[config.mk]
export PLATFORM = sky130hd
export DESIGN_NAME = demodMonitor
export DESIGN_NICKNAME = d
export VERILOG_FILES = /design/src/logic/demodPkg.sv /design/src/logic/demodMonitor.sv /design/src/logic/dacMux.sv /design/src/logic/falseLockDetector.sv /design/src/logic/magFilter.sv /design/src/logic/demodRegs.sv
export SDC_FILE = /design/constraint.sdc
export NUM_CORES = 2
export LEC_CHECK = 0
export ABC_AREA = 1
export ABC_CLOCK_PERIOD_IN_PS = 11400
export BUFFER_PORTS_ARGS = -buffer_cell sky130_fd_sc_hd__buf_4
export CAP_MARGIN = 0
export CORE_MARGIN = 2
export CORE_UTILIZATION = 41
export DETAILED_ROUTE_END_ITERATION = 7
export SLEW_MARGIN = 30
export SYNTH_ARGS = -nofsm -noshare
export SYNTH_HDL_FRONTEND = slang
export SYNTH_SLANG_ARGS = --single-unit
export TNS_END_PERCENT = 10
[constraint.sdc]
create_clock -name clk -period 11.4 [get_ports clk]
set_input_delay 2.85 -clock clk [delete_from_list [all_inputs] [get_ports clk]]
set_output_delay 2.85 -clock clk [all_outputs]
set_load 0.01 [all_outputs]
[src/logic/demodPkg.sv]
package demodPkg;

    // sample path widths
    typedef logic signed [17:0] sample_t;
    typedef logic signed [7:0]  freqWord_t;
    typedef logic        [8:0]  mag_t;
    typedef logic        [31:0] magAccum_t;

    // register bus widths
    typedef logic [31:0] regData_t;
    typedef logic [3:0]  regAddr_t;

    typedef enum logic [2:0] {
        ModeAm    = 3'd0,
        ModeFm    = 3'd1,
        ModeBpsk  = 3'd2,
        ModeQpsk  = 3'd3,
        ModeOqpsk = 3'd4
    } demodMode_t;

    // monitor DAC sources, anything else falls back to I
    typedef enum logic [3:0] {
        DacI         = 4'd0,
        DacQ         = 4'd1,
        DacFreq      = 4'd2,
        DacFreqError = 4'd3,
        DacMag       = 4'd4,
        DacAvgFreq   = 4'd5
    } dacSource_t;

    // register byte offsets
    localparam regAddr_t CtrlOffset      = 4'h0;
    localparam regAddr_t FalseLockOffset = 4'h4;
    localparam regAddr_t DacSelectOffset = 4'h8;
    localparam regAddr_t StatusOffset    = 4'hC;

    localparam regData_t CtrlReset      = 32'h0000_0000;
    localparam regData_t FalseLockReset = 32'h0000_0000;
    localparam regData_t DacSelectReset = 32'h0000_0000;

    // lag shift is MagShiftBase - amTC, so the accumulator tracks mag * 2^22
    localparam int unsigned MagShiftBase   = 22;
    localparam int unsigned FreqScaleShift = 10;

endpackage
[src/logic/demodMonitor.sv]
`timescale 1ns/1ps

module demodMonitor (
    input  logic                clk,
    input  logic                rstN,
    input  demodPkg::regAddr_t  awaddr,
    input  logic                awvalid,
    output logic                awready,
    input  demodPkg::regData_t  wdata,
    input  logic [3:0]          wstrb,
    input  logic                wvalid,
    output logic                wready,
    output logic [1:0]          bresp,
    output logic                bvalid,
    input  logic                bready,
    input  demodPkg::regAddr_t  araddr,
    input  logic                arvalid,
    output logic                arready,
    output demodPkg::regData_t  rdata,
    output logic [1:0]          rresp,
    output logic                rvalid,
    input  logic                rready,
    input  logic                sampleValid,
    input  demodPkg::sample_t   iIn,
    input  demodPkg::sample_t   qIn,
    input  demodPkg::freqWord_t freq,
    input  demodPkg::freqWord_t freqError,
    input  demodPkg::mag_t      mag,
    output demodPkg::sample_t   dac0Data,
    output logic                dac0Strobe,
    output demodPkg::sample_t   dac1Data,
    output logic                dac1Strobe,
    output demodPkg::sample_t   dac2Data,
    output logic                dac2Strobe,
    output logic                highFreqOffset
);
    import demodPkg::*;

    demodMode_t  demodMode;
    logic [3:0]  amTC;
    logic [15:0] falseLockAlpha;
    logic [15:0] falseLockThreshold;
    dacSource_t  dac0Select;
    dacSource_t  dac1Select;
    dacSource_t  dac2Select;
    magAccum_t   magAccum;
    sample_t     averageFreq;

    demodRegs demodRegs_i (
        .clk, .rstN,
        .awaddr, .awvalid, .awready, .wdata, .wstrb, .wvalid, .wready,
        .bresp, .bvalid, .bready,
        .araddr, .arvalid, .arready, .rdata, .rresp, .rvalid, .rready,
        .highFreqOffset, .demodMode, .amTC, .falseLockAlpha, .falseLockThreshold,
        .dac0Select, .dac1Select, .dac2Select
    );

    magFilter magFilter_i (.clk, .rstN, .sampleValid, .mag, .amTC, .magAccum);

    falseLockDetector falseLockDetector_i (
        .clk, .rstN, .sampleValid, .demodMode, .freq, .freqError,
        .falseLockAlpha, .falseLockThreshold, .averageFreq, .highFreqOffset
    );

    // three identical monitor channels
    dacMux dac0Mux_i (
        .clk, .rstN, .sampleValid, .dacSelect(dac0Select), .iIn, .qIn, .freq, .freqError,
        .magAccum, .averageFreq, .dacData(dac0Data), .dacStrobe(dac0Strobe)
    );
    dacMux dac1Mux_i (
        .clk, .rstN, .sampleValid, .dacSelect(dac1Select), .iIn, .qIn, .freq, .freqError,
        .magAccum, .averageFreq, .dacData(dac1Data), .dacStrobe(dac1Strobe)
    );
    dacMux dac2Mux_i (
        .clk, .rstN, .sampleValid, .dacSelect(dac2Select), .iIn, .qIn, .freq, .freqError,
        .magAccum, .averageFreq, .dacData(dac2Data), .dacStrobe(dac2Strobe)
    );

endmodule

[src/logic/dacMux.sv]
`timescale 1ns/1ps

module dacMux (
    input  logic                 clk,
    input  logic                 rstN,
    input  logic                 sampleValid,
    input  demodPkg::dacSource_t dacSelect,
    input  demodPkg::sample_t    iIn,
    input  demodPkg::sample_t    qIn,
    input  demodPkg::freqWord_t  freq,
    input  demodPkg::freqWord_t  freqError,
    input  demodPkg::magAccum_t  magAccum,
    input  demodPkg::sample_t    averageFreq,
    output demodPkg::sample_t    dacData,
    output logic                 dacStrobe
);
    import demodPkg::*;

    sample_t dacNext;

    always_comb begin
        case (dacSelect)
            DacI:         dacNext = iIn;
            DacQ:         dacNext = qIn;
            DacFreq:      dacNext = sample_t'(freq) <<< FreqScaleShift;
            DacFreqError: dacNext = sample_t'(freqError) <<< FreqScaleShift;
            // offset binary to two's complement for the magnitude
            DacMag:       dacNext = {~magAccum[31], magAccum[30:14]};
            DacAvgFreq:   dacNext = averageFreq;
            default:      dacNext = iIn;
        endcase
    end

    always_ff @(posedge clk) begin
        dacData <= dacNext;
    end

    always_ff @(posedge clk or negedge rstN) begin
        if (!rstN) begin
            dacStrobe <= 1'b0;
        end else begin
            dacStrobe <= sampleValid;
        end
    end

endmodule

[src/logic/falseLockDetector.sv]
`timescale 1ns/1ps

module falseLockDetector (
    input  logic                 clk,
    input  logic                 rstN,
    input  logic                 sampleValid,
    input  demodPkg::demodMode_t demodMode,
    input  demodPkg::freqWord_t  freq,
    input  demodPkg::freqWord_t  freqError,
    input  logic [15:0]          falseLockAlpha,
    input  logic [15:0]          falseLockThreshold,
    output demodPkg::sample_t    averageFreq,
    output logic                 highFreqOffset
);
    import demodPkg::*;

    freqWord_t          freqSel;
    sample_t            freqSample;
    logic signed [17:0] alphaScaled;
    logic signed [17:0] oneMinusAlpha;
    logic signed [35:0] alphaProd;
    logic signed [35:0] decayProd;
    logic signed [35:0] alphaSum;
    logic [17:0]        absAverage;

    // OQPSK watches the frequency itself, other modes the loop error
    assign freqSel = (demodMode == ModeOqpsk) ? freq : freqError;

    assign alphaScaled   = {falseLockAlpha, 2'b00};
    assign oneMinusAlpha = 18'h20000 + ~{falseLockAlpha, 2'b00};

    // signed 18x18 products, one registered MAC stage
    assign alphaProd = freqSample * alphaScaled;
    assign decayProd = averageFreq * oneMinusAlpha;
    assign alphaSum  = alphaProd + decayProd;

    assign absAverage = averageFreq[17] ? 18'(-averageFreq) : 18'(averageFreq);

    always_ff @(posedge clk or negedge rstN) begin
        if (!rstN) begin
            freqSample     <= '0;
            averageFreq    <= '0;
            highFreqOffset <= 1'b0;
        end else if (sampleValid) begin
            freqSample  <= sample_t'(freqSel) <<< FreqScaleShift;
            averageFreq <= alphaSum[34:17];
            // compare uses the average from before this update
            highFreqOffset <= (absAverage > {2'b00, falseLockThreshold});
        end
    end

endmodule

[src/logic/magFilter.sv]
`timescale 1ns/1ps

module magFilter (
    input  logic                clk,
    input  logic                rstN,
    input  logic                sampleValid,
    input  demodPkg::mag_t      mag,
    input  logic [3:0]          amTC,
    output demodPkg::magAccum_t magAccum
);
    import demodPkg::*;

    logic signed [9:0] magError;
    magAccum_t         errorExt;
    logic [4:0]        lagShift;

    // error against the top 10 bits of the accumulator
    assign magError = $signed({1'b0, mag}) - $signed(magAccum[31:22]);
    assign errorExt = {{22{magError[9]}}, magError};

    // larger time constant, smaller loop gain
    assign lagShift = 5'(MagShiftBase) - 5'(amTC);

    always_ff @(posedge clk or negedge rstN) begin
        if (!rstN) begin
            magAccum <= '0;
        end else if (sampleValid) begin
            // wraps modulo 2^32
            magAccum <= magAccum + (errorExt << lagShift);
        end
    end

endmodule

[src/logic/demodRegs.sv]
`timescale 1ns/1ps

module demodRegs (
    input  logic                   clk,
    input  logic                   rstN,
    input  demodPkg::regAddr_t     awaddr,
    input  logic                   awvalid,
    output logic                   awready,
    input  demodPkg::regData_t     wdata,
    input  logic [3:0]             wstrb,
    input  logic                   wvalid,
    output logic                   wready,
    output logic [1:0]             bresp,
    output logic                   bvalid,
    input  logic                   bready,
    input  demodPkg::regAddr_t     araddr,
    input  logic                   arvalid,
    output logic                   arready,
    output demodPkg::regData_t     rdata,
    output logic [1:0]             rresp,
    output logic                   rvalid,
    input  logic                   rready,
    input  logic                   highFreqOffset,
    output demodPkg::demodMode_t   demodMode,
    output logic [3:0]             amTC,
    output logic [15:0]            falseLockAlpha,
    output logic [15:0]            falseLockThreshold,
    output demodPkg::dacSource_t   dac0Select,
    output demodPkg::dacSource_t   dac1Select,
    output demodPkg::dacSource_t   dac2Select
);
    import demodPkg::*;

    typedef enum logic {Idle, Resp} busState_t;

    busState_t wrState;
    busState_t rdState;
    regData_t  ctrlReg;
    regData_t  falseLockReg;
    regData_t  dacSelectReg;
    regData_t  readValue;
    logic      writeAccept;

    function automatic regData_t applyStrobe(regData_t oldValue, regData_t newValue,
                                             logic [3:0] strobe);
        regData_t result;
        result = oldValue;
        for (int b = 0; b < 4; b++) begin
            if (strobe[b]) begin
                result[b*8 +: 8] = newValue[b*8 +: 8];
            end
        end
        return result;
    endfunction

    // address and data are taken together, and only with no response pending
    assign writeAccept = (wrState == Idle) && awvalid && wvalid;
    assign awready     = writeAccept;
    assign wready      = writeAccept;
    assign bvalid      = (wrState == Resp);
    assign bresp       = 2'b00;

    always_ff @(posedge clk or negedge rstN) begin
        if (!rstN) begin
            wrState <= Idle;
        end else if (writeAccept) begin
            wrState <= Resp;
        end else if (wrState == Resp && bready) begin
            wrState <= Idle;
        end
    end

    always_ff @(posedge clk or negedge rstN) begin
        if (!rstN) begin
            ctrlReg      <= CtrlReset;
            falseLockReg <= FalseLockReset;
            dacSelectReg <= DacSelectReset;
        end else if (writeAccept) begin
            case (awaddr)
                CtrlOffset:      ctrlReg      <= applyStrobe(ctrlReg, wdata, wstrb);
                FalseLockOffset: falseLockReg <= applyStrobe(falseLockReg, wdata, wstrb);
                DacSelectOffset: dacSelectReg <= applyStrobe(dacSelectReg, wdata, wstrb);
                // status and unmapped offsets drop the write
                default: ;
            endcase
        end
    end

    always_comb begin
        case (araddr)
            CtrlOffset:      readValue = ctrlReg;
            FalseLockOffset: readValue = falseLockReg;
            DacSelectOffset: readValue = dacSelectReg;
            StatusOffset:    readValue = {31'b0, highFreqOffset};
            default:         readValue = '0;
        endcase
    end

    assign arready = (rdState == Idle);
    assign rvalid  = (rdState == Resp);
    assign rresp   = 2'b00;

    always_ff @(posedge clk or negedge rstN) begin
        if (!rstN) begin
            rdState <= Idle;
        end else if (arready && arvalid) begin
            rdState <= Resp;
        end else if (rvalid && rready) begin
            rdState <= Idle;
        end
    end

    // read data held until rready
    always_ff @(posedge clk) begin
        if (arready && arvalid) begin
            rdata <= readValue;
        end
    end

    assign demodMode          = demodMode_t'(ctrlReg[2:0]);
    assign amTC               = ctrlReg[11:8];
    assign falseLockAlpha     = falseLockReg[15:0];
    assign falseLockThreshold = falseLockReg[31:16];
    assign dac0Select         = dacSource_t'(dacSelectReg[3:0]);
    assign dac1Select         = dacSource_t'(dacSelectReg[7:4]);
    assign dac2Select         = dacSource_t'(dacSelectReg[11:8]);

endmodule

==> run metrics <==
Synth area leaders=fa_1, dfrtp_1, nand2_1; worst slew pin tran=1.00 ns; fmax=0.108 GHz; Pre-antenna DRT Iters=5; sequential cell area fraction in the yosys report=0.197; number of synthesized register bits=244; top-area cell type share of the netlist area=0.291; num rows=99; pins over their slew limit=0; final hold vios=0; Top-Level Pins=212; I/O Buffers=207; worst-case clock buffer depth=3; unrepaired setup endpoints after global routing=false; Hold Buf Count CTS=0; final core area utilization=0.465; GRT Total Usage=0.267; first-pass GRT wire length=158000 um; Setup crit end kind=register; Initial Utilization=0.416; vias in the first global route=26900; Ys Warns=0; Worst Hold Endpoint=demodRegs_i.falseLockReg[23]; Post-Synthesis Cells=3839; drt total wl=102000 um; Final period util=0.815; footprint of the multi-input gates=20800 sq um; synth unique cells=52; Die Area=76500 sq um; minimum clock period=9.29 ns; Clock Skews=0.0515 ns; Die Height=277 um; ANT nets after route=0; Avg WL per Cell=20.5 um; FILL cells=7339; H-tree levels=1; Critical-path top delay cell=clkinv_1; DRT iter0 DRCs=2325; chip width=277 um; cell depth of the worst hold path=2; Num CTS Buffers=31; Post-Syn Area=30400 sq um; Post-synth EDFFs=32; top cell family by delay on the critical path=adder cells; status=finished, final reports clean; GPL Wtd Cong=0.959; post-CTS sizing=0; Slew HR=0.329; clk sinks=244; vias per cell=5.33; post-CTS setup buffer count=0; critical path type=register to register; Async SR Flop Fraction=0.648; top cell type by total area after synthesis=fa_1; share of cells above drive strength 1=0.0820; max cap viols=0; Core Area=73200 sq um; hold_sp=demodRegs_i.falseLockReg[23]; Avg Inst Size Synth=7.93 sq um; Buf/Inv on CP=7; initial antenna violation count=0; Crit path largest cell delay=0.71 ns; required time of the critical path=11.95 ns; Critical R2R Launch=demodRegs_i.falseLockReg[5]; final setup TNS=0 ns; root buf cell=clkbuf_16; P&R area growth vs syn=11.8%; nets=4737; total grt overflow=0; via count=26400; startpoint types=register; drc violations=0; crit path max fanout=18; sequential cell area=6000 sq um; Worst-Skew Late Latency=0.61 ns; Final Setup Violations=0; type of the worst min-delay path=register to register; CTS tree=done; clock-pin slew on the worst setup and hold paths=0.06 ns; RR Endpoint=falseLockDetector_i.averageFreq[17]; post-DP HPWL=81800 um; top_reg_cell synth=dfrtp_1; flop2flop setup slack=2.11 ns; Worst EP arrival=9.84 ns; largest net degree at the start of global routing=73; Register-to-Register Path Depth=36
cells in the final DEF (no fill, tap or decap), types with 121 or more instances in the layout:
cell type    n
dfrtp_1    158
nor2_1     266
fa_1       443
inv_1      806
ha_1       205
a21oi_1    128
nand3_1    121
o21ai_0    182
buf_4      238
nand2_1    862
flip-flops by register name, indices dropped and copies added (netlist names), 8 cells and up:
name,flops
falseLockDetector_i.averageFreq,18
demodRegs_i.falseLockReg,32
demodRegs_i.dacSelectReg,32
magFilter_i.magAccum,32
dac2Mux_i.dacData,18
dac0Mux_i.dacData,18
demodRegs_i.ctrlReg,32
falseLockDetector_i.freqSample,8
dac1Mux_i.dacData,18
demodRegs_i.rdata,32
per-stage QoR:
step                      hold slack (ns)  setup slack [ns]  cell area [sq um]  instances
after CTS                           0.488              2.15              34000       4958
after global placement              0.462              2.39              32900       4901
after global routing                0.499              1.50              34000       4959
after detailed placement            0.473              2.19              32900       4901
final                               0.483              2.11              34000       4960
after floorplan                     0.448              3.20              30500       3843
cells in the mapped netlist (49+ instances only):
cell type,n
a21oi_1,129
clkbuf_1,110
dfrtp_1,158
dfxtp_1,54
fa_1,443
ha_1,205
inv_1,807
nand2_1,862
nand3_1,121
nor2_1,266
o21ai_0,182
o21ai_1,49
o22ai_1,57
area by class of cell:
type                            instances  area share
Antenna cell                            1   0.0000735
Clock inverter                         20     0.00754
Multi-Input combinational cell       2617       0.611
Inverter                              841      0.0928
Tap cell                              959      0.0353
Clock buffer                           37      0.0238
Timing Repair Buffer                  241      0.0538
Sequential cell                       244       0.176
cell families after synthesis:
family | after synthesis | share of synthesized area
DFF | 244 | 0.197
adders and majority gates | 648 | 0.376
xor gates and xnor gates | 76 | 0.0219
AOI/OAI and AO/OA | 563 | 0.109
other | 1 | 0.000123
and+or+nand+nor | 1325 | 0.174
buffers and inverters | 982 | 0.122
tightest hold or removal path: cells and delay by family (launching register included):
family / cells / cell delay, ns
AND/OR/NAND/NOR: 1 / 0.05
AO/OA/AOI/OAI: 1 / 0.06
flip-flops: 1 / 0.34
worst max path at each step:
stage	from	end	slack [ns]	depth (start not counted)
2_1_floorplan	demodRegs_i.falseLockReg[3]	falseLockDetector_i.averageFreq[17]	3.20	40
3_3_place_gp	demodRegs_i.falseLockReg[5]	falseLockDetector_i.averageFreq[17]	2.39	36
3_5_place_dp	demodRegs_i.falseLockReg[5]	falseLockDetector_i.averageFreq[17]	2.19	36
4_1_cts	demodRegs_i.falseLockReg[5]	falseLockDetector_i.averageFreq[17]	2.15	36
5_1_grt	demodRegs_i.falseLockReg[5]	falseLockDetector_i.averageFreq[17]	1.50	36
6_report	demodRegs_i.falseLockReg[5]	falseLockDetector_i.averageFreq[17]	2.11	36
metal layers:
layer / vias up / track usage / wire length, um
met5: - / 0 / 0
met4: 0 / 0.0925 / 4120
met3: 215 / 0.0449 / 7300
met2: 972 / 0.452 / 48300
met1: 13100 / 0.344 / 41900
li1: 12100 / - / -
Power is left out: the tool's default activity adds up to more than one toggle a clock period on the data nets, which glitch-free logic cannot reach.
